## src/rtl/cpuPkg.sv

```systemverilog
// Core package with widths, opcodes, condition codes, flag bits and instruction fields
package cpuPkg;

  localparam int DataWidth    = 32;
  localparam int AddrWidth    = 8;   // RAM address and PC
  localparam int RegAddrWidth = 4;
  localparam int RamDepth     = 256;

  // Opcodes, ADD..MOV kept contiguous for the register write decode
  localparam logic [3:0] OpAdd  = 4'h0;
  localparam logic [3:0] OpSub  = 4'h1;
  localparam logic [3:0] OpAnd  = 4'h2;
  localparam logic [3:0] OpOrr  = 4'h3;
  localparam logic [3:0] OpEor  = 4'h4;
  localparam logic [3:0] OpLsl  = 4'h5;
  localparam logic [3:0] OpLsr  = 4'h6;
  localparam logic [3:0] OpMov  = 4'h7;
  localparam logic [3:0] OpCmp  = 4'h8;
  localparam logic [3:0] OpLdr  = 4'h9;
  localparam logic [3:0] OpStr  = 4'hA;
  localparam logic [3:0] OpB    = 4'hB;  // Absolute target in the immediate field
  localparam logic [3:0] OpHalt = 4'hF;

  // ARM-style condition encodings
  localparam logic [3:0] CondEq = 4'h0;
  localparam logic [3:0] CondNe = 4'h1;
  localparam logic [3:0] CondGe = 4'hA;
  localparam logic [3:0] CondLt = 4'hB;
  localparam logic [3:0] CondAl = 4'hE;

  // Bit positions in the NZCV word
  localparam int FlagN = 3;
  localparam int FlagZ = 2;
  localparam int FlagC = 1;
  localparam int FlagV = 0;

  // Instruction fields, MSB of each
  localparam int CondMsb = 31;
  localparam int OpMsb   = 27;
  localparam int SBit    = 23;
  localparam int RdMsb   = 22;
  localparam int Rs2Msb  = 18;
  localparam int Rs1Msb  = 14;
  localparam int ShMsb   = 10;  // 5-bit shift amount
  localparam int ImmMsb  = 18;  // 16-bit move immediate
  localparam int ImmLsb  = 3;

  // Arbiter port indices
  localparam logic [1:0] ReqLoad  = 2'd0;
  localparam logic [1:0] ReqData  = 2'd1;
  localparam logic [1:0] ReqFetch = 2'd2;

endpackage

```

## src/rtl/memoryControl.sv

```systemverilog
// Load/store unit that requests the RAM and returns load data for writeback
`timescale 1ns/1ns

module memoryControl (
  input  logic                         Clk_i,
  input  logic                         rstN_i,
  input  logic                         memStart_i,
  input  logic                         isStore_i,
  input  logic [cpuPkg::DataWidth-1:0] rs1Data_i,
  input  logic [cpuPkg::DataWidth-1:0] rs2Data_i,
  input  logic                         dataGnt_i,
  input  logic [cpuPkg::DataWidth-1:0] ramRdata_i,
  output logic                         dataReq_o,
  output logic                         dataWe_o,
  output logic [cpuPkg::AddrWidth-1:0] dataAddr_o,
  output logic [cpuPkg::DataWidth-1:0] dataWdata_o,
  output logic [cpuPkg::DataWidth-1:0] loadData_o,
  output logic                         memDone_o
);
  import cpuPkg::*;

  logic                 busy;    // Request pending
  logic                 ack;     // Cycle after grant
  logic                 weQ;
  logic [AddrWidth-1:0] addrQ;
  logic [DataWidth-1:0] wdataQ;

  assign dataReq_o   = busy;
  assign dataWe_o    = weQ;
  assign dataAddr_o  = addrQ;
  assign dataWdata_o = wdataQ;
  assign memDone_o   = ack;

  always_ff @(posedge Clk_i or negedge rstN_i)
  begin
    if (!rstN_i)
    begin
      busy <= 1'b0;
      ack  <= 1'b0;
      weQ  <= 1'b0;
    end
    else
    begin
      ack <= busy && dataGnt_i;  // Read data lands the cycle after grant
      if (memStart_i)
      begin
        busy <= 1'b1;
        weQ  <= isStore_i;
      end
      else if (dataGnt_i)
        busy <= 1'b0;  // Drop request once granted
    end
  end

  // Address is the low byte of rs1, store data is rs2
  always_ff @(posedge Clk_i)
  begin
    if (memStart_i)
    begin
      addrQ  <= rs1Data_i[AddrWidth-1:0];
      wdataQ <= rs2Data_i;
    end
    if (ack && !weQ)
      loadData_o <= ramRdata_i;  // Held through writeback
  end

  noOverlap: assert property (@(posedge Clk_i) disable iff (!rstN_i)
    memStart_i |-> !busy && !ack)
    else $error("memStart while access still busy");

endmodule

```

## config.mk

```make
export PLATFORM = sky130hd
export DESIGN_NAME = memoryControl
export DESIGN_NICKNAME = d
export VERILOG_FILES = /design/src/rtl/cpuPkg.sv /design/src/rtl/memoryControl.sv
export SDC_FILE = /design/constraint.sdc
export NUM_CORES = 1
export LEC_CHECK = 0
export CORE_AREA = 2 2 68 70
export DETAILED_ROUTE_END_ITERATION = 7
export DIE_AREA = 0 0 70 72
export DONT_BUFFER_PORTS = 1
export PLACE_DENSITY = 0.66
export SETUP_SLACK_MARGIN = 0.1
export SYNTH_ARGS = -nofsm -noshare
export SYNTH_HDL_FRONTEND = slang
export SYNTH_SLANG_ARGS = --single-unit
```

## constraint.sdc

```tcl
create_clock -name Clk_i -period 2.6 [get_ports Clk_i]
set_input_delay 0.39 -clock Clk_i [delete_from_list [all_inputs] [get_ports Clk_i]]
set_output_delay 0.39 -clock Clk_i [all_outputs]
set_load 0.05 [all_outputs]
```

==> summary.txt <==
Timing
  – Final Hold Viols: 0
  – Pins Over Slew Limit: 0
  – Fmax: 644 MHz
  – Fin crit share: 59.7%
  – Setup Skew: 6.77 ps
  – Slew @ Worst Pin: between 500 and 600 ps
  – Tmin final: 1550 ps
  – Final TNS setup: 0 ps
  – Final setup viols: 0
  – Slew HR: 65.7%
  – Unrepaired setup endpoints after global routing: false
  – Setup ws final: between 1000 and 1500 ps

Power and ir drop
  – P_leak: ~0.00085 uW
  – Tot Pwr: approximately 2500 uW
  – P per Cell Area: roughly 1000 nW/um^2
  – Clk network pwr share: 31.4%
  – Worst VDD drop: 0.000550 V
  – Sequential Power Share: approximately two thirds
  – Internal power: about 1900 uW
  – P_sw: ~680 uW
  – Comb power frac: less than 1%
  – Net Sw Frac: 26.8%

Cells and area
  – Share of layout cells above drive strength 1: approximately 20%
  – Fillers: ~300
  – FF+latch area: 2240 um^2
  – Multi-input combinational cell area: just under 40 um^2
  – Post-layout nets: around 190
  – Synth-to-Final Area Change: 11.7%
  – Final core utilization: between 50% and 60%
  – Inserted Diodes: 0
  – Final Cell Area: 2540 um^2

Clock tree
  – CTS tree: done
  – CTS Buf Count: 9
  – CTS sink cnt: between 70 and 80
  – Reg clk slew, reported paths: around 70 ps
  – Clock Tree Buf Depth: 2
  – Post-CTS resize count: 0
  – Root Buffer: clkbuf_8
  – # H-tree levels: 3
  – Worst-Skew Late Latency: approximately 330 ps

Logic synthesis
  – Post-synth EDFFs: 72
  – Synthesized area per cell: 28.5 um^2
  – Seq cells post-synth: 75
  – Synth area leader: edfxtp_1
  – Synth Warn #: 0
  – Post-synth net total: ~180
  – Top cell type's share of synthesized area: 94.9%
  – Top post-synthesis cells by count: 72 x edfxtp_1, 3 x dfrtp_1
  – Synth Cell Area: 2280 um^2
  – Most common cell in the netlist: edfxtp_1
  – Post-synthesis instance total: 80
  – Sequential area share after synthesis: between 90% and 100%
  – Main synth FF type: edfxtp_1
  – Library cells used by synthesis: 7
  – Ranking of synthesized cells by area: edfxtp_1 95%, dfrtp_1 3.3%, mux2_4 0.66%
  – FFs w/ async S/R, synth: 4.00%

Place
  – DP Worst Slack: between 1000 and 1500 ps
  – Port Buffers: 0
  – Cell Area, Placed: 2350 um^2
  – Global placement routability congestion: slightly below 0.7

GRT
  – Global-route wire length before repair: 4900 um
  – Overflow after GRT: 0
  – Initial antenna violation count: 0
  – Number of global-route vias before repair: 850
  – Total global routing track utilization: between 10% and 20%
  – Largest net degree at the start of global routing: 43

Critical path
  – Crit end category: register
  – CP max FO: 32
  – Startpoint types: register
  – WS Path Type: reg2reg
  – Worst R2R Start: memDone_o$_DFF_PN0_
  – Critical path startpoint: memDone_o$_DFF_PN0_
  – Worst path required time: ~2600 ps
  – WP data arrival: 1550 ps

Floorplanning
  – Die height: just over 70 um
  – Top Ports: between 150 and 200
  – Core box area: roughly 4300 um^2
  – Rows: 24
  – Die area: 5040 um^2
  – Die width: approximately 70 um
  – Initial core utilization: roughly 53%

Detailed routing
  – Iter 0 DRT Violations: 46
  – Drt pass-1 iters: 4
  – Vias: 841
  – Routed WL: between 3000 and 4000 um
  – WL/cell: 24.6 um
  – Vias per cell: 5.64
  – DRT antenna net count: 0
  – DRC viols: 0

Worst hold path
  – Min-delay src: ramRdata_i[20]
  – Worst Hold Class: in2reg

Outcome
  – Status: complete, no violations

Job
  – Max-Cap Viols: 0
[metrics by stage]
stage          hold WS, ps  std cells
6_report               148        149
5_1_grt                128        149
4_1_cts                128        149
3_5_place_dp          94.5        133
3_3_place_gp          94.5        133
2_1_floorplan         94.4         80
[placed cells by master (no fill, tap or decap), drive strengths merged]
master	count
inv	1
clkinv	4
clkbuf	9
and2	1
edfxtp	72
nor2b	1
buf	1
clkinvlp	1
dlygate4sd3	1
dfrtp	3
mux2	1
a21o	1
bufinv	1
[kinds of logic (layout without fill, tap and decap cells)]
family	count (synthesis)	count (layout)	share of synthesized area [%]
buffers and inverters	1	18	0.165
muxes	1	1	0.659
AOI/OAI and AO/OA	1	1	0.385
DFF	75	75	98.2
and+or+nand+nor	2	2	0.550
[cell type report]
cell class / count / area share [%]
inverter: 1 / 0.148
clock buffer: 9 / 4.87
tap: 52 / 2.56
multi-input combinational: 4 / 1.52
timing repair buffer: 2 / 0.689
sequential: 75 / 87.9
clock inverter: 6 / 2.26
[path summary, 6_finish.rpt]
path | cells past startpoint | endpoint | slack, ps
worst min-delay path | 0 | loadData_o[20]$_DFFE_PP_ | 150
worst max-delay path | 2 | loadData_o[14]$_DFFE_PP_ | 1050
worst max register to register | 2 | loadData_o[14]$_DFFE_PP_ | 1050
worst min register to register | 1 | memDone_o$_DFF_PN0_ | 870
max in group asynchronous | 1 | dataReq_o$_DFFE_PN0P_ | 2160
min in group asynchronous | 1 | dataWe_o$_DFFE_PN0P_ | 300
[critical path: stages (launching register included)]
cell     delay, ps
dfrtp_1        640
nor2b_2        220
buf_4          350
[metal layers]
metal | vias up | track usage [%] | wire [um]
li1 | 341 | - | -
met1 | 391 | 13.1 | 1190
met2 | 104 | 21.1 | 1820
met3 | 5 | 10.3 | 618
met4 | 0 | 11.5 | 48
met5 | - | 0 | 0
[flip-flops by register name (all words and copies together), names as in the netlist]
register	flops
dataReq_o	1
dataAddr_o	8
loadData_o	32
memDone_o	1
dataWdata_o	32
dataWe_o	1
[timing repair]
action | 4_1_cts | 5_1_grt
endpoints found under the hold margin | 3 | 0
hold buffers | 1 | 0
setup buffers | 0 | 0
[power by group through the flow]
stage	combinational (uW)	sequential [uW]	clock [uW]
2_1_floorplan	14.4	1740	0
3_3_place_gp	17.7	1750	0
3_5_place_dp	18.6	1750	0
4_1_cts	20.7	1730	825
5_1_grt	22.9	1730	869
6_report	20.0	1720	797
Power figures use the tool's default switching activity.
