===== src/rtl/cpuPkg.sv =====
// Core package with widths, opcodes, condition codes, flag bits and instruction fields
package cpuPkg;

  localparam int DataWidth    = 32;
  localparam int AddrWidth    = 8;   // RAM address and PC
  localparam int RegAddrWidth = 4;
  localparam int RamDepth     = 256;

  // Opcodes, ADD..MOV kept contiguous for the register write decode
  localparam logic [3:0] OpAdd  = 4'h0;
  localparam logic [3:0] OpSub  = 4'h1;
  localparam logic [3:0] OpAnd  = 4'h2;
  localparam logic [3:0] OpOrr  = 4'h3;
  localparam logic [3:0] OpEor  = 4'h4;
  localparam logic [3:0] OpLsl  = 4'h5;
  localparam logic [3:0] OpLsr  = 4'h6;
  localparam logic [3:0] OpMov  = 4'h7;
  localparam logic [3:0] OpCmp  = 4'h8;
  localparam logic [3:0] OpLdr  = 4'h9;
  localparam logic [3:0] OpStr  = 4'hA;
  localparam logic [3:0] OpB    = 4'hB;  // Absolute target in the immediate field
  localparam logic [3:0] OpHalt = 4'hF;

  // ARM-style condition encodings
  localparam logic [3:0] CondEq = 4'h0;
  localparam logic [3:0] CondNe = 4'h1;
  localparam logic [3:0] CondGe = 4'hA;
  localparam logic [3:0] CondLt = 4'hB;
  localparam logic [3:0] CondAl = 4'hE;

  // Bit positions in the NZCV word
  localparam int FlagN = 3;
  localparam int FlagZ = 2;
  localparam int FlagC = 1;
  localparam int FlagV = 0;

  // Instruction fields, MSB of each
  localparam int CondMsb = 31;
  localparam int OpMsb   = 27;
  localparam int SBit    = 23;
  localparam int RdMsb   = 22;
  localparam int Rs2Msb  = 18;
  localparam int Rs1Msb  = 14;
  localparam int ShMsb   = 10;  // 5-bit shift amount
  localparam int ImmMsb  = 18;  // 16-bit move immediate
  localparam int ImmLsb  = 3;

  // Arbiter port indices
  localparam logic [1:0] ReqLoad  = 2'd0;
  localparam logic [1:0] ReqData  = 2'd1;
  localparam logic [1:0] ReqFetch = 2'd2;

endpackage


===== src/rtl/memArbiter.sv =====
// Memory arbiter granting the RAM to load port, load/store unit or fetch by fixed priority
`timescale 1ns/1ns

module memArbiter (
  input  logic                         Clk_i,
  input  logic                         rstN_i,
  input  logic                         loadReq_i,   // Program load, always a write
  input  logic [cpuPkg::AddrWidth-1:0] loadAddr_i,
  input  logic [cpuPkg::DataWidth-1:0] loadData_i,
  input  logic                         dataReq_i,
  input  logic                         dataWe_i,
  input  logic [cpuPkg::AddrWidth-1:0] dataAddr_i,
  input  logic [cpuPkg::DataWidth-1:0] dataWdata_i,
  input  logic                         fetchReq_i,  // Read only
  input  logic [cpuPkg::AddrWidth-1:0] fetchAddr_i,
  output logic                         loadGnt_o,
  output logic                         dataGnt_o,
  output logic                         fetchGnt_o,
  output logic                         ramEn_o,
  output logic                         ramWe_o,
  output logic [cpuPkg::AddrWidth-1:0] ramAddr_o,
  output logic [cpuPkg::DataWidth-1:0] ramWdata_o
);
  import cpuPkg::*;

  logic [2:0] reqVec;
  logic [2:0] gntVec;

  assign reqVec[ReqLoad]  = loadReq_i;
  assign reqVec[ReqData]  = dataReq_i;
  assign reqVec[ReqFetch] = fetchReq_i;

  // Load, then data, then fetch
  always_comb
  begin
    gntVec     = '0;
    ramWe_o    = 1'b0;
    ramAddr_o  = fetchAddr_i;  // Fetch path by default
    ramWdata_o = dataWdata_i;
    if (reqVec[ReqLoad])
    begin
      gntVec[ReqLoad] = 1'b1;
      ramWe_o         = 1'b1;
      ramAddr_o       = loadAddr_i;
      ramWdata_o      = loadData_i;
    end
    else if (reqVec[ReqData])
    begin
      gntVec[ReqData] = 1'b1;
      ramWe_o         = dataWe_i;
      ramAddr_o       = dataAddr_i;
    end
    else if (reqVec[ReqFetch])
      gntVec[ReqFetch] = 1'b1;
  end

  assign ramEn_o    = |reqVec;  // Any request wins a slot
  assign loadGnt_o  = gntVec[ReqLoad];
  assign dataGnt_o  = gntVec[ReqData];
  assign fetchGnt_o = gntVec[ReqFetch];

  gntOneHot: assert property (@(posedge Clk_i) disable iff (!rstN_i) $onehot0(gntVec))
    else $error("More than one grant, vector %b", gntVec);

  gntHasReq: assert property (@(posedge Clk_i) disable iff (!rstN_i)
    (gntVec & ~reqVec) == '0)
    else $error("Grant to idle port, gnt %b req %b (load bit %0d)", gntVec, reqVec, ReqLoad);

endmodule


===== config.mk =====
export PLATFORM = sky130hd
export DESIGN_NAME = memArbiter
export DESIGN_NICKNAME = d
export VERILOG_FILES = /design/src/rtl/cpuPkg.sv /design/src/rtl/memArbiter.sv
export SDC_FILE = /design/constraint.sdc
export NUM_CORES = 1
export LEC_CHECK = 0
export ABC_AREA = 1
export BUFFER_PORTS_ARGS = -buffer_cell sky130_fd_sc_hd__buf_2
export CORE_AREA = 2 2 54 56
export DETAILED_ROUTE_END_ITERATION = 6
export DIE_AREA = 0 0 56 58
export GPL_ROUTABILITY_DRIVEN = 0
export PLACE_DENSITY = 0.88
export SLEW_MARGIN = 10
export SYNTH_ARGS = -nofsm -noshare
export SYNTH_HDL_FRONTEND = slang
export SYNTH_SLANG_ARGS = --single-unit

===== constraint.sdc =====
create_clock -name vclk -period 1.1
set_clock_uncertainty 0.2 [all_clocks]
set_input_delay 0.11 -clock vclk [all_inputs]
set_output_delay 0.11 -clock vclk [all_outputs]
set_load 0.05 [all_outputs]

==> summary.md <==
| Metric | Value |
|---|---|
| Status | `finished with violations` |
| Failing checks | `negative setup slack` |
| Pint | `543.5 µW` |
| Synth top area share | `69.98%` |
| Fin crit share | `105.0%` |
| Reg power frac | `0%` |
| Slew Limit Fails | `0` |
| CP max stage delay | `0.26 ns` |
| CP Data Arrival Time | `0.84 ns` |
| Largest family of logic cells by synthesized area | `simple AND/OR/NAND/NOR gates` |
| Synth Warn # | `0` |
| Vias per cell | `4.566` |
| CP max stage cell | `bufbuf_16` |
| Family with the most delay on the worst path | `buffers and inverters` |
| Layout cells sized above 1 | `72.28%` |
| Worst-path fanout max | `10` |
| I/O pins | `139` |
| Worst rel slew slack | `83.67%` |
| Max-Cap Viols | `0` |
| NetSw | `784.5 µW` |
| LEAKAGE | `1.173 nW` |
| Crit Path Class | `in -> out` |
| TritonRoute pass-1 iters | `4` |
| Die Wd | `56 µm` |
| First-pass GRT wire length | `5802 µm` |
| Xor and xnor area share after synthesis | `0%` |
| Site Rows | `19` |
| Vias after detailed routing | `1443` |
| Core ar. | `2663 µm²` |
| Critical path depth | `6` |
| Clk network pwr share | `0%` |
| Placed cells | `310` |
| Total track usage | `21.58%` |
| Setup violators final | `14` |
| Seq_cells | `0` |
| Setup ws final | `-0.05491 ns` |
| P&R area growth vs syn | `222.7%` |
| Hold buffers post-CTS | `0` |
| Netlist Area Pre-Place | `616.8 µm²` |
| PortBufs | `137` |
| Switching Fraction | `59.07%` |
| Crit-path cells | `buf_12 > inv_8 > bufbuf_16 > nand2_1 > nand2_2 > buf_8` |
| Total power | `1.328 mW` |
| Hold Path Class | `in -> out` |
| GRT overflow | `0` |
| Setup crit end kind | `output port` |
| Layout fillers | `195` |
| Vias in the first global route | `1447` |
| Starting Density | `23.17%` |
| Seq/Total Area, Yosys | `0%` |
| Die area | `3248 µm²` |
| WP buf/inv | `4` |
| Comb power frac | `100.0%` |
| Min Tclk post-route | `1.155 ns` |
| Compound-gate portion of the synthesized area | `0%` |
| CLK BUF | `0` |
| FF+latch area | `0 µm²` |
| Pwr per Cell Area | `667.1 nW/µm²` |
| Post-Route WL | `3891 µm` |
| RSZ-0062 raised after global routing | `true` |
| Final nets | `381` |
| Die Ht | `58 µm` |
| Iter 0 DRT Violations | `42` |
| ANT nets after route | `0` |
| Adder-cell share of the synthesized area | `0%` |
| Pin count of the biggest net entering global routing | `23` |
| Simple-Gate Fraction of Synth Area | `87.02%` |
| Mean Syn Cell Area | `4.168 µm²` |
| Final hold violation count | `0` |
| Area contributors post-synth | `nand2_1, nand3_1, buf_2, buf_4, buf_6` |
| Multi-input gate area | `752.0 µm²` |
| Crit path launch type | `input pin` |
| DRC | `0` |
| Final Non-Filler Cells | `316` |
| Hpwl dp | `2508 µm` |
| Diode count | `0` |
| Post-synth cell types | `10` |
| Fmax | `0.8659 GHz` |
| Yosys top cell by area | `nand2_1` |
| Setup crit end | `ramWdata_o[22]` |
| Peak supply drop | `0.0004608 V` |
| Post-Synthesis Cells | `148` |
| Worst-Margin Slew | `0.2466 ns` |
| Initial antenna violation count | `0` |
| Syn Nets | `242` |
| Mux cell area share after synthesis | `0%` |
| Worst EP required | `0.79 ns` |
| Worst setup startpoint | `loadReq_i` |
| Drt wl/cell | `12.31 µm` |
per-stage QoR:
step | TNS [ns] | util [%] | hold slack (ns) | setup slack (ns) | cell area, µm²
6_report | -0.5109 | 74.77 | 0.3495 | -0.05491 | 1991
5_1_grt | -0.8004 | 74.77 | 0.3626 | -0.07537 | 1991
4_1_cts | -0.4675 | 69.50 | 0.3504 | -0.03995 | 1851
3_5_place_dp | -6.032 | 55.64 | 0.4080 | -0.1752 | 1481
3_3_place_gp | -5.601 | 55.64 | 0.3999 | -0.1546 | 1481
2_1_floorplan | -0.08689 | - | 0.1871 | -0.08689 | 750.7
worst min path at each step:
stage | start | endpoint | slack, ns | cells past startpoint
final | dataWdata_i[28] | ramWdata_o[28] | 0.35 | 4
after global routing | dataWdata_i[29] | ramWdata_o[29] | 0.36 | 4
after CTS | dataWdata_i[28] | ramWdata_o[28] | 0.35 | 4
after detailed placement | dataWe_i | ramWe_o | 0.41 | 4
after global placement | dataWe_i | ramWe_o | 0.40 | 4
after floorplan | loadReq_i | loadGnt_o | 0.19 | 1
area by class of cell:
class / instances / share of cell area, %
repair buffers: 147 / 59.33
well taps: 31 / 1.948
inverters: 3 / 0.9428
multi-input cells: 135 / 37.77
placed cells by master (no fill, tap or decap), drive strengths merged:
cell	synthesis	final
nand3	16	16
nand2	115	115
inv	3	3
nor3	1	1
bufbuf	0	2
buf	11	145
nor2	2	3
synthesized netlist by cell type (all sizes together):
cell,instances
nand2,115
nand3,16
buf,11
inv,3
nor2,2
nor3,1
power by group through the flow:
stage	clock network [mW]	registers [mW]	logic [mW]
after floorplan	0	0	0.706
after global placement	0	0	1.01
after detailed placement	0	0	1.02
after CTS	0	0	1.25
after global routing	0	0	1.39
final	0	0	1.33
metal layers:
metal	track usage [%]	wire length, µm
met2	49.58	2328
met5	0	0
met4	3.061	36
met1	19.57	1239
met3	2.902	287
repair_timing:
action | in CTS | in global routing
endpoints found under the setup margin | 45 | 29
cloned | 3 | 0
gates resized for setup | 92 | 30
pin swaps | 5 | 5
setup buffers | 1 | 3
kinds of logic (layout without fill, tap and decap cells):
family,count (synthesis),count (layout)
buf+inv,14,150
simple gates,134,135
Power figures use the tool's default switching activity.
