## src/rtl/cpuPkg.sv

```systemverilog
// Core package with widths, opcodes, condition codes, flag bits and instruction fields
package cpuPkg;

  localparam int DataWidth    = 32;
  localparam int AddrWidth    = 8;   // RAM address and PC
  localparam int RegAddrWidth = 4;
  localparam int RamDepth     = 256;

  // Opcodes, ADD..MOV kept contiguous for the register write decode
  localparam logic [3:0] OpAdd  = 4'h0;
  localparam logic [3:0] OpSub  = 4'h1;
  localparam logic [3:0] OpAnd  = 4'h2;
  localparam logic [3:0] OpOrr  = 4'h3;
  localparam logic [3:0] OpEor  = 4'h4;
  localparam logic [3:0] OpLsl  = 4'h5;
  localparam logic [3:0] OpLsr  = 4'h6;
  localparam logic [3:0] OpMov  = 4'h7;
  localparam logic [3:0] OpCmp  = 4'h8;
  localparam logic [3:0] OpLdr  = 4'h9;
  localparam logic [3:0] OpStr  = 4'hA;
  localparam logic [3:0] OpB    = 4'hB;  // Absolute target in the immediate field
  localparam logic [3:0] OpHalt = 4'hF;

  // ARM-style condition encodings
  localparam logic [3:0] CondEq = 4'h0;
  localparam logic [3:0] CondNe = 4'h1;
  localparam logic [3:0] CondGe = 4'hA;
  localparam logic [3:0] CondLt = 4'hB;
  localparam logic [3:0] CondAl = 4'hE;

  // Bit positions in the NZCV word
  localparam int FlagN = 3;
  localparam int FlagZ = 2;
  localparam int FlagC = 1;
  localparam int FlagV = 0;

  // Instruction fields, MSB of each
  localparam int CondMsb = 31;
  localparam int OpMsb   = 27;
  localparam int SBit    = 23;
  localparam int RdMsb   = 22;
  localparam int Rs2Msb  = 18;
  localparam int Rs1Msb  = 14;
  localparam int ShMsb   = 10;  // 5-bit shift amount
  localparam int ImmMsb  = 18;  // 16-bit move immediate
  localparam int ImmLsb  = 3;

  // Arbiter port indices
  localparam logic [1:0] ReqLoad  = 2'd0;
  localparam logic [1:0] ReqData  = 2'd1;
  localparam logic [1:0] ReqFetch = 2'd2;

endpackage

```

## src/rtl/fetchSequencer.sv

```systemverilog
// Fetch sequencer with PC, instruction register and the per-instruction FSM
`timescale 1ns/1ns

module fetchSequencer (
  input  logic                         Clk_i,
  input  logic                         rstN_i,
  input  logic                         run_i,
  input  logic                         fetchGnt_i,
  input  logic [cpuPkg::DataWidth-1:0] ramRdata_i,
  input  logic                         condPass_i,
  input  logic                         memDone_i,
  output logic                         fetchReq_o,
  output logic [cpuPkg::AddrWidth-1:0] pc_o,
  output logic [cpuPkg::DataWidth-1:0] instr_o,
  output logic                         execStrobe_o,
  output logic                         memStart_o,
  output logic                         regWe_o,
  output logic                         wbSelLoad_o,
  output logic                         retire_o,
  output logic                         halted_o
);
  import cpuPkg::*;

  typedef enum logic [2:0] {Idle, Fetch, Wait, Decode, Mem, Writeback, Halted} stateT;

  stateT      state;
  logic       passQ;      // Condition result sampled at decode
  logic [3:0] op;
  logic       isMem;
  logic       writesReg;

  assign op        = instr_o[OpMsb -: 4];
  assign isMem     = (op == OpLdr) || (op == OpStr);
  assign writesReg = (op inside {[OpAdd:OpMov]}) || (op == OpLdr);  // CMP/STR/B/HALT don't

  assign fetchReq_o   = (state == Fetch);  // Held until granted
  assign execStrobe_o = (state == Decode);
  assign memStart_o   = (state == Decode) && condPass_i && isMem;
  assign retire_o     = (state == Writeback);
  assign regWe_o      = retire_o && passQ && writesReg;
  assign wbSelLoad_o  = (op == OpLdr);
  assign halted_o     = (state == Halted);

  always_ff @(posedge Clk_i or negedge rstN_i)
  begin
    if (!rstN_i)
    begin
      state <= Idle;
      pc_o  <= '0;
      passQ <= 1'b0;
    end
    else if (!run_i)
    begin
      state <= Idle;  // Stopped core parks at address 0
      pc_o  <= '0;
    end
    else
    begin
      case (state)
        Idle:
          state <= Fetch;
        Fetch:
        begin
          if (fetchGnt_i)
            state <= Wait;  // Lost arbitration just stalls here
        end
        Wait:
          state <= Decode;  // RAM data latched below
        Decode:
        begin
          passQ <= condPass_i;
          state <= (condPass_i && isMem) ? Mem : Writeback;
        end
        Mem:
        begin
          if (memDone_i)
            state <= Writeback;
        end
        Writeback:
        begin
          // Taken branch loads the absolute target
          pc_o  <= (passQ && op == OpB) ? instr_o[ImmLsb +: AddrWidth] : pc_o + 1'b1;
          state <= (passQ && op == OpHalt) ? Halted : Fetch;
        end
        default:
          state <= state;  // Halted until run_i drops
      endcase
    end
  end

  // Instruction register, read data is valid the cycle after grant
  always_ff @(posedge Clk_i)
  begin
    if (state == Wait)
      instr_o <= ramRdata_i;
  end

  noRetireIdle: assert property (@(posedge Clk_i) disable iff (!rstN_i)
    (state inside {Idle, Halted}) |=> !retire_o)
    else $error("Retire straight out of idle or halted");

endmodule

```

## config.mk

```make
export PLATFORM = sky130hd
export DESIGN_NAME = fetchSequencer
export DESIGN_NICKNAME = d
export VERILOG_FILES = /design/src/rtl/cpuPkg.sv /design/src/rtl/fetchSequencer.sv
export SDC_FILE = /design/constraint.sdc
export NUM_CORES = 1
export LEC_CHECK = 0
export BUFFER_PORTS_ARGS = -buffer_cell sky130_fd_sc_hd__buf_4
export CORE_MARGIN = 8
export CORE_UTILIZATION = 41
export CTS_CLUSTER_SIZE = 8
export DETAILED_ROUTE_END_ITERATION = 16
export PLACE_DENSITY = 0.75
export RECOVER_POWER = 25
export SLEW_MARGIN = 20
export SYNTH_ARGS = -nofsm -noshare
export SYNTH_HDL_FRONTEND = slang
export SYNTH_SLANG_ARGS = --single-unit
```

## constraint.sdc

```tcl
create_clock -name Clk_i -period 2 [get_ports Clk_i]
set_clock_uncertainty 0.2 [all_clocks]
set_input_delay 0.3 -clock Clk_i [delete_from_list [all_inputs] [get_ports Clk_i]]
set_output_delay 0.3 -clock Clk_i [all_outputs]
set_load 0.01 [all_outputs]
```

==> results of run 1 <==
cell families (layout without fill, tap and decap cells):
| group | after synthesis | count (layout) | synth area share |
|---|---|---|---|
| xor+xnor | 1 | 1 | 0.004832 |
| fa+ha+maj | 1 | 1 | 0.006900 |
| mux | 4 | 4 | 0.02277 |
| compound gates | 29 | 29 | 0.09662 |
| buf+inv | 9 | 132 | 0.02415 |
| simple gates | 47 | 47 | 0.1491 |
| flops | 44 | 44 | 0.6957 |
cell type report:
type                            count  area [µm²]
Multi-Input combinational cell     82       510.5
Inverter                            6       22.52
Tap cell                           52       65.06
Timing Repair Buffer              118       977.2
Clock buffer                        5       68.82
Sequential cell                    44        1262
Clock inverter                      3       42.54
Fill cell                         305        1345
worst max path at each step:
stage	cells past startpoint	slack [ns]	to	startpoint
floorplan	2	0.03	instr_o[0]	state[0]
global placement	4	0.36	regWe_o	state[1]
detailed placement	4	0.33	regWe_o	state[1]
CTS	4	0.007	regWe_o	instr_o[25]
global route	4	0.01	regWe_o	instr_o[25]
finish	4	0.08	regWe_o	instr_o[25]
sequential cells by signal (all words and copies together), names as in the netlist:
name / flops
instr_o: 32
pc_o: 8
state: 3
passQ: 1
what timing repair did:
item | in CTS | in global routing
pin swaps | 0 | 0
gates resized for setup | 1 | 2
hold buffers | 33 | 0
hold endpoints to repair | 44 | 0
setup endpoints to repair | 1 | 2
through the flow:
stage | hold WS, ns | std cells
floorplan | -0.1956 | 135
global placement | -0.05106 | 269
detailed placement | -0.04936 | 269
CTS | 0.04545 | 310
global route | 0.04848 | 310
finish | 0.06134 | 310
routing by layer:
metal / share of wire / up-vias / GRT usage
met1: 0.38 / 701 / 0.1645
met4: 0.013 / 0 / 0.05690
met3: 0.16 / 6 / 0.1028
li1: - / 743 / -
met2: 0.45 / 70 / 0.2294
met5: 0 / - / 0
Yosys cell counts (all sizes together), types with 2 or more instances:
cell     n
inv      6
a31oi    5
and3     3
a21oi    7
nor3b    2
or2      2
mux2i    3
or2b     2
edfxtp  32
buf      3
dfrtp   12
o22ai    5
nand2   14
nand3    4
nor2b    3
nor3     3
and4     2
nand2b   2
o21ai    7
nor2     8
power by group:
part	switching [mW]	total [mW]	internal, mW
Combinational	0.100	0.251	0.151
Clock	0.291	0.660	0.370
Sequential	0.0300	1.06	1.03
worst reg2reg max path, stage by stage (launching register included):
cell and delay, ns:
sky130_fd_sc_hd__dfrtp_1 0.42, sky130_fd_sc_hd__ha_1 0.21, sky130_fd_sc_hd__nand3_1 0.14, sky130_fd_sc_hd__or2_2 0.30, sky130_fd_sc_hd__a21oi_1 0.16, sky130_fd_sc_hd__o22ai_1 0.09
==> results.txt, run 1 <==
* Post-Synthesis Net Count: 174
- The completed layout was analyzed and its total power is a little under 2 mW.
* Family with the most delay on the worst path: flip-flops
- Wirelength, routed: 4948 µm
* Area of the mapped netlist: 1813 µm²
- Data on the critical path arrives at its endpoint at 1.42 ns.
* Largest area contributor in the synthesized netlist: sky130_fd_sc_hd__edfxtp_1
- Number of antenna violations at the first check in global routing: 0
* Relative slew margins: 0.5532
- EDFF count, synth: 32
- The share of the Yosys chip area taken by registers is 0.6957.
* Antenna Violating Nets Remaining: 0
- Cell area after placement: 2507 µm²
- The worst setup path is launched from a flop.
* Library cell contributing the largest single delay on the critical path: sky130_fd_sc_hd__edfxtp_1
- Dividing the detail-routed wire length by the instance count gives 15.96 µm.
* Worst reg2reg path depth: 5
- The clock period could shrink to ~1.9 ns.
* Proportion of netlist area held by the largest area contributor: 0.5300
* Layout overhead on the synthesized area: 62.66%
* Share of async-settable or async-resettable flops after synthesis: 0.2727
* I/O pins: 85
- In the routed design, unresolved DRC markers number 0.
* Leak pwr: 1.281 nW
- Status: finished clean
- Mean instance size in the synthesized netlist: 13.43 µm²
- In the layout the commonest cells are sky130_fd_sc_hd__buf_4, sky130_fd_sc_hd__dlygate4sd3_1, sky130_fd_sc_hd__edfxtp_1, sky130_fd_sc_hd__clkbuf_4, sky130_fd_sc_hd__nand2_1.
- The detailed router placed ~1500 vias in this run.
* Setup total negative slack: 0 ns
- Top fanout value on the critical path: 4
- Largest cells by area after synthesis: sky130_fd_sc_hd__edfxtp_1, sky130_fd_sc_hd__dfrtp_1, sky130_fd_sc_hd__nand2_1
- Flops & latches, synth: 44
- Initial detailed-routing violation count: 56
* Sequence of cells on the critical path: or2b_4 -> o21ai_0 -> and3_1 -> buf_4
- Count of endpoints failing hold in the final timing report: 0
* Setup-failing EPs final: 0
* Clock sinks: 44
- After clock tree synthesis, the clock-pin slew on the worst setup and hold paths is 0.08 ns.
* Crit Reg-Reg Startpoint: pc_o[0]
- Setup ws final: 0.08483 ns
* Most common library cell in the layout ignoring fill and taps: sky130_fd_sc_hd__buf_4
- The clock passes through at most 2 buffers.
- Setup repair after global routing left no endpoint under its margin.
* Final weighted congestion in routability-driven placement: 0.8690
- Total number of H-tree levels: 2
* Total of max-cap violations: 0
- Clock buffer count from CTS: 5
- Die Footprint: 6805 µm²
* Worst min-delay path endpoint: passQ
* Ys Warns: 0
* Number of diodes added for antenna fixing: 0
* Clock insertion delay at the later pin of the skew report: a little under 0.3 ns
- After synthesis, the netlist uses 35 different library cells.
- In the final design database the tool counted between 200 and 300 nets.
- The tightest min-delay check is of the in2reg type.
- Among all flip-flop cells after synthesis, the most frequent one is sky130_fd_sc_hd__edfxtp_1.
* Vias in the first global route: 1539
* Peak ir drop on the vdd network: 0.0004476 V
- Worst flop-to-flop path endpoint: pc_o[6]
* Global-route wire length before repair: 7576 µm
* Average via count per standard cell: 4.903
- Together, buffers and inverters on the worst path number 1.
* Non-Filler Cell Area, Final: just under 3000 µm²
* Final cycle utilization of the critical path: 0.9576
* Setup CP Type: reg2out
- The wire-length estimate of the detail-placed layout is 3431 µm.
- The floorplan step set the die width to 82.50 µm.
- Number of placement rows: 24
- Number of optimization iterations in the first detailed-route pass: 4
- Number of input and output port buffers inserted: 84
- Worst setup slack before clock tree synthesis: 0.3295 ns
- Share of post-route cells with drive strength above 1: 0.3915
* Maximum number of pins on one net before global-route repair: 33
* Type of destination of the critical path: primary output
- Setup bufs post-CTS: 0
- Core Footprint: 4294 µm²
- Across every metal layer, demand over resource in global routing totals 0.1514.
* TritonCTS clock tree: done
- CP required: 1.50 ns
- Cells on Worst Hold Path: 2
- The number of pins exceeding their max-slew limit in the final report came to 0.
- The total overflow left after global routing is 0.
* Max Clock Freq: 522.1 MHz
- Highest cell delay on the worst timing path: ~0.45 ns
* Gate count of the mapped netlist: 135
* Worst-margin pin slew: 0.6702 ns
- Die height: 82.50 µm
- Power density over the cells: between 600 and 700 nW/µm²
* Initial standard-cell utilization of the core: 0.4222
- Final core area utilization: 0.6868
* Internal reg-to-reg setup slack: ~0.36 ns
- Clock tree synthesis selected as its root buffer the cell sky130_fd_sc_hd__clkbuf_8.
- Startpoint of the lowest-slack hold path: condPass_i
Note: power is estimated with default switching activity, not from simulation.
==> run 2, diff against run 1 <==
Settings changed: GPL_TIMING_DRIVEN set to 0.
==> run 2 against run 1 <==
Net effect: flip-flop and latch count is the same; utilization grew 0.47 points; global-route usage grew 1.1 points; register-to-register slack lost 0.19 ns; sequential share of layout area shrank 0.29 points; die area is the same; power grew 6.1%; highest routed layer unchanged.
==> results.txt, run 2 (same netlist as run 1, synthesis figures left out) <==
- The detailed-placement wirelength estimate is 3462 µm (+0.90%).
- Die height: 82.50 µm (unchanged)
* Worst slack on hold paths: 0.06869 ns (+0.007352 ns)
- Setup-failing EPs final: 0 (unchanged)
- The detailed-route DRC error count came to 0 (unchanged).
- The clock input transition at the sequential cells of the worst setup and hold paths came to 0.07 ns (about the same).
- Buffers from clock root to sink, at most: 2 (unchanged)
* Wire length per cell after detailed routing: 16.68 µm (+4.5%)
* Share of post-route cells with drive strength above 1: 0.4015 (+0.01007)
- Most common library cell in the layout ignoring fill and taps: sky130_fd_sc_hd__buf_4
- Critical path arrival: 1.42 ns (about the same)
- The final worst-path cycle share is 0.9605 (+0.002940).
- The total inserted antenna cells was 0 (unchanged).
- The count of standard-cell rows was 24 (unchanged).
* Initial standard-cell utilization of the core: 0.4222 (unchanged)
- The library cells used most frequently in the layout, excluding fill and tap cells, are sky130_fd_sc_hd__buf_4, sky130_fd_sc_hd__dlygate4sd3_1, sky130_fd_sc_hd__edfxtp_1, sky130_fd_sc_hd__clkbuf_4, sky130_fd_sc_hd__nand2_1.
- Number of input and output port buffers inserted: 83 (-1.2%)
* Max Slew Vio Count: 0 (unchanged)
- The largest registers in the layout are instr_o: 32 flops, pc_o: 8 flops, state: 3 flops.
- Power after layout: 2.087 mW (+6.1%)
- Biggest register: instr_o
* Worst-margin pin slew: 0.7235 ns (+0.05329 ns)
* Maximum number of pins on one net before global-route repair: 33 (unchanged)
- Die W: 82.50 µm (unchanged)
- The final cell utilization of the core was 0.6914 (+0.004662).
- The path class of the tightest hold or removal check is in2reg.
- Layout fillers: 306 (+0.33%)
- The DRC marker count from the first detailed-route iteration was 85 (+52%).
- Type of destination of the critical path: primary output
- Relative to the synthesized area, the layout overhead comes to 63.77%.
- Sequence of cells on the critical path: or2b_2 -> o21ai_0 -> and3_1 -> buf_4
- The length of the first detailed-routing pass in iterations came to 4 (unchanged).
* Peak ir drop on the vdd network: 0.0005076 V (+13%)
* Average via count per standard cell: 4.961 (+1.2%)
- The number of antenna violations at the first check in global routing was 0 (unchanged).
* Setup CP Type: reg2out
- The count of max-cap constraint violations came to 0 (unchanged).
- The count of endpoints failing hold in the final timing report was 0 (unchanged).
- The number of buffers and inverters on the critical path was 1 (unchanged).
- The final weighted congestion in routability-driven placement is 0.7713 (-11%).
* Highest cell delay on the worst timing path: 0.42 ns (-0.03 ns)
- Total number of H-tree levels: 2 (unchanged)
- The overall overflow remaining after global route came to 0 (unchanged).
- The total number of vias came to 1543 (+1.5%).
- Max Clock Freq: 520.5 MHz (-0.31%)
* Wirelength, routed: 5188 µm (+4.9%)
- Status: finished clean
* Clock buffer count from CTS: 5 (unchanged)
- The count of nets after finishing is 298 (+0.68%).
- The required time at the endpoint of the critical path is 1.50 ns (about the same).
* Max reg flops: 32 (unchanged)
* Power density over the cells: 702.9 nW/µm² (+5.3%)
* Setup total negative slack: 0 ns (unchanged)
- I/O pins: 85 (unchanged)
* Family with the most delay on the worst path: simple AND/OR/NAND/NOR gates
- Global-route usage over all layers: 0.1622 (+0.01079)
- Setup repair after global routing left no endpoint under its margin.
- Antenna Violating Nets Remaining: 0 (unchanged)
- Startpoint type of the worst setup path: flop
- Library cell contributing the largest single delay on the critical path: sky130_fd_sc_hd__edfxtp_1
- Clock sinks: 44 (unchanged)
- The top fanout value on the critical path came to 3 (-1).
- The wire length of the first global-routing pass is 8017 µm (+5.8%).
* TritonCTS clock tree: done
- Clock insertion delay at the later pin of the skew report: 0.29 ns (about the same)
* Minimum period implied by the final worst setup slack: 1.921 ns (+0.005880 ns)
* Die Footprint: 6805 µm² (unchanged)
- The tree is rooted in a sky130_fd_sc_hd__clkbuf_8.
- Relative slew margins: 0.5177 (-0.03553)
- Core Footprint: 4294 µm² (unchanged)
* Vias in the first global route: 1589 (+3.2%)
- Leak pwr: 1.295 nW (+1.1%)
## run 2: worst reg2reg max path, stage by stage, from the launching register on
cell and delay [ns]:
sky130_fd_sc_hd__dfrtp_1 0.44, sky130_fd_sc_hd__inv_1 0.14, sky130_fd_sc_hd__and3_2 0.68
## run 2: timing repair
item / CTS / global route
endpoints found under the setup margin: 1 / 2
gates resized for setup: 1 / 2
hold buffers: 33 / 0
hold endpoints to repair: 44 / 0
pin swaps: 0 / 0
setup buffers: 0 / 1
## run 2: final cells by class
| cell class | instances | area, µm² | share of cell area |
|---|---|---|---|
| Multi-Input combinational cell | 82 | 509.2 | 0.1715 |
| Inverter | 6 | 25.02 | 0.008428 |
| Sequential cell | 44 | 1262 | 0.4252 |
| Timing Repair Buffer | 117 | 957.2 | 0.3224 |
| Clock buffer | 5 | 68.82 | 0.02318 |
| Buffer | 3 | 21.27 | 0.007164 |
| Clock inverter | 2 | 60.06 | 0.02023 |
| Tap cell | 52 | 65.06 | 0.02191 |
## run 2: layer usage
metal  vias up  global-route usage  routed length, µm
met3         2              0.1201                919
met4         0             0.05172                 37
met5         -                   0                  0
met1       712              0.1682               1875
li1        749                   -                  -
met2        80              0.2522               2356
## run 2: power by group
group	internal, mW	leakage (nW)	switching [mW]
Combinational	0.148	0.778	0.103
Clock	0.492	0.0642	0.290
Sequential	1.03	0.453	0.0283
## run 2: path summary, 6_finish.rpt
kind	start	to	slack [ns]	cells after the start
worst min-delay path	condPass_i	passQ	0.07	2
max in group asynchronous	rstN_i	state[1]	0.79	2
worst min register to register	passQ	passQ	0.36	1
worst max-delay path	instr_o[25]	regWe_o	0.08	4
worst max register to register	state[0]	instr_o[25]	0.17	2
min in group asynchronous	rstN_i	pc_o[7]	0.35	2
## run 2: metrics by stage
stage,instances,setup slack [ns],area [µm²]
after floorplan,135,0.03135,1813
after global placement,270,-0.3198,2501
after detailed placement,270,0.1522,2502
after CTS,310,0.003160,2962
after global routing,311,0.01643,2969
final,311,0.07895,2969
==> run 3, diff against run 2 <==
--- a/constraint.sdc
+++ b/constraint.sdc
@@ -4,2 +4,2 @@
 set_output_delay 0.3 -clock Clk_i [all_outputs]
-set_load 0.01 [all_outputs]
+set_load 0.05 [all_outputs]
==> run 3 against run 2 <==
Net effect: utilization up 1.1 points; sequential share of layout area down 0.61 points; wire length down 0.42%; largest power group unchanged; final cell count up 0.64%; highest routed layer unchanged; sequential power about the same; register-to-register slack about the same; flip-flop and latch count unchanged; die area unchanged; non-clock buffer count up 2; first-iteration DRC count down 26%; clock power about the same.
==> results.txt, run 3 (same netlist as run 1, synthesis figures left out) <==
- The wire length of the first global-routing pass is 8307 µm (+3.6%).
- Final nets: 300 (+0.67%)
* Cell Int Power: 1.671 mW (+0.30%)
- The DRC marker count from the first detailed-route iteration was 63 (-26%).
- Number of input and output port buffers inserted: 83 (unchanged)
- Worst-margin pin slew: 0.7002 ns (-0.02325 ns)
- Total of max-cap violations: 0 (unchanged)
- The overall overflow remaining after global route is 0 (unchanged).
- Die Footprint: 6805 µm² (unchanged)
* Total number of H-tree levels: 2 (unchanged)
* DRC: 0 (unchanged)
- The post-place setup slack is 0.1460 ns (-0.006217 ns).
- Die W: 82.50 µm (unchanged)
- The number of primary I/O pins came to 85 (unchanged).
* Setup ws final: 0.07099 ns (-0.007966 ns)
- The sequential share of power came to 0.485 (-0.021).
- Highest cell delay on the worst timing path: 0.40 ns (-0.02 ns)
* Number of optimization iterations in the first detailed-route pass: 4 (unchanged)
* Final cycle utilization of the critical path: 0.9645 (+0.003983)
* Setup total negative slack: 0 ns (unchanged)
* Clock insertion delay at the later pin of the skew report: 0.29 ns (about the same)
- The clock input transition at the sequential cells of the worst setup and hold paths is 0.08 ns (about the same).
- The final cell utilization of the core came to 0.7022 (+0.01078).
- Core Footprint: 4294 µm² (unchanged)
* Share of post-route cells with drive strength above 1: 0.4253 (+0.02374)
* Startpoint type of the worst setup path: flop
- The highest achievable clock rate is 518.4 MHz (-0.41%).
- Initial standard-cell utilization of the core: 0.4222 (unchanged)
- The overall die height is 82.50 µm (unchanged).
* Peak ir drop on the vdd network: 0.0004697 V (-7.5%)
* Wirelength, routed: 5166 µm (-0.42%)
- Combinational share of power: 0.158 (+0.038)
- Worst slack on hold paths: 0.05591 ns (-0.01278 ns)
* Number of diodes added for antenna fixing: 0 (unchanged)
- The top fanout value on the critical path came to 2 (-1).
* Switching component of the power: 0.5089 mW (+21%)
- The final weighted congestion in routability-driven placement is 0.8099 (+5.0%).
- Setup-failing EPs final: 0 (unchanged)
* Leading cell types in the layout, fill and taps excluded: sky130_fd_sc_hd__buf_4, sky130_fd_sc_hd__dlygate4sd3_1, sky130_fd_sc_hd__edfxtp_1, sky130_fd_sc_hd__clkbuf_4, sky130_fd_sc_hd__nand2_1
- The critical path in this run is classified as reg2out.
* Wire length per cell after detailed routing: 16.50 µm (-1.1%)
- The worst setup path is captured at a primary output.
* Switching share of total power: 0.2334 (+0.03181)
- The total number of vias came to 1535 (-0.52%).
* Crit Reg-Reg Startpoint: state[0]
- The relative contribution of the clock network to total power was 0.357 (-0.017).
- Clock root buffer master: sky130_fd_sc_hd__clkbuf_8
- The count of endpoints failing hold in the final timing report was 0 (unchanged).
- Top Registers: instr_o: 32 flops, pc_o: 8 flops, state: 3 flops
- Clock buffer count from CTS: 5 (unchanged)
- The remaining antenna violation count after routing came to 0 (unchanged).
- The areal power density over the cells is 723.0 nW/µm² (+2.9%).
* TritonCTS clock tree: done
- The clock sink count was 44 (unchanged).
- Cell area after placement: 2509 µm² (+0.25%)
* Relative slew margins: 0.5332 (+0.01550)
- The buffer depth of the longest clock path came to 2 (unchanged).
- The leakage power was 1.303 nW (+0.66%).
- Ranked by flip-flop count, first place goes to instr_o.
- Layout overhead on the synthesized area: 66.32%
* DP Wirelength: 3593 µm (+3.8%)
- RSZ-0062 raised after global routing: no
* Non-Filler Cell Area, Final: 3015 µm² (+1.6%)
* Average via count per standard cell: 4.904 (-1.2%)
* Max reg flops: 32 (unchanged)
- Startpoint of the lowest-slack hold path: condPass_i
* Global-route usage over all layers: 0.1640 (+0.001819)
- Sequence of cells on the critical path: or2b_4 -> o21ai_1 -> and3_4 -> buf_8
- The via count of the first global-routing pass was 1661 (+4.5%).
* Number of antenna violations at the first check in global routing: 0 (unchanged)
* Library cell contributing the largest single delay on the critical path: sky130_fd_sc_hd__edfxtp_1
- Most common library cell in the layout ignoring fill and taps: sky130_fd_sc_hd__buf_4
* Type of the most critical hold path: in2reg
* Max Slew Vio Count: 0 (unchanged)
- The flow ran to the end, and the final reports show no timing, DRC or antenna violations.
- CP required: 1.50 ns (about the same)
- The pin count of the biggest net entering global routing came to 33 (unchanged).
* Number of placement rows: 24 (unchanged)
* Startpoint of the worst setup timing path: instr_o[25]
* Minimum period implied by the final worst setup slack: 1.929 ns (+0.007966 ns)
* Critical path arrival: 1.43 ns (about the same)
==> run 3: area by class of cell <==
cell class                      count  area, µm²
Fill cell                         296       1279
Sequential cell                    44       1264
Timing Repair Buffer              119      979.7
Multi-Input combinational cell     82      529.3
Clock buffer                        5      68.82
Tap cell                           52      65.06
Clock inverter                      2      60.06
Inverter                            6      25.02
Buffer                              3      23.77
==> run 3: path summary, 6_finish.rpt <==
kind | end | cells after the start | slack [ns]
setup reg to reg | instr_o[12] | 2 | 0.17
min in group asynchronous | pc_o[0] | 2 | 0.36
hold / removal | passQ | 2 | 0.06
max in group asynchronous | state[1] | 2 | 0.76
setup / recovery | regWe_o | 4 | 0.07
hold reg to reg | pc_o[7] | 2 | 0.36
==> run 3: repair_timing <==
action	CTS	global route
gates resized for setup	7	4
hold buffers	33	0
endpoints found under the hold margin	44	0
pin swaps	0	0
endpoints found under the setup margin	1	2
setup buffers	2	1
==> run 3: metrics by stage <==
| step | std cells | power (mW) |
|---|---|---|
| floorplan | 135 | 1.239 |
| global placement | 270 | 1.363 |
| detailed placement | 270 | 1.367 |
| CTS | 312 | 2.199 |
| global route | 313 | 2.259 |
| finish | 313 | 2.180 |
==> run 3: worst max-delay path: cells and delay by family (launching register included) <==
family	cells	cell delay [ns]
buf+inv	1	0.14
simple gates	2	0.47
compound gates	1	0.12
flops	1	0.40
==> run 3: routing by layer <==
layer / up-vias / wire length (µm) / global-route usage
met3: 8 / 801 / 0.1028
met2: 82 / 2380 / 0.2616
met1: 694 / 1894 / 0.1736
met4: 0 / 90 / 0.05862
li1: 751 / - / -
met5: - / 0 / 0
==> run 3: power by group through the flow <==
| stage | combinational [mW] | sequential (mW) | clock (mW) |
|---|---|---|---|
| floorplan | 0.0803 | 1.16 | 0 |
| global placement | 0.288 | 1.07 | 0 |
| detailed placement | 0.292 | 1.08 | 0 |
| CTS | 0.347 | 1.06 | 0.797 |
| global route | 0.370 | 1.06 | 0.827 |
| finish | 0.346 | 1.06 | 0.778 |
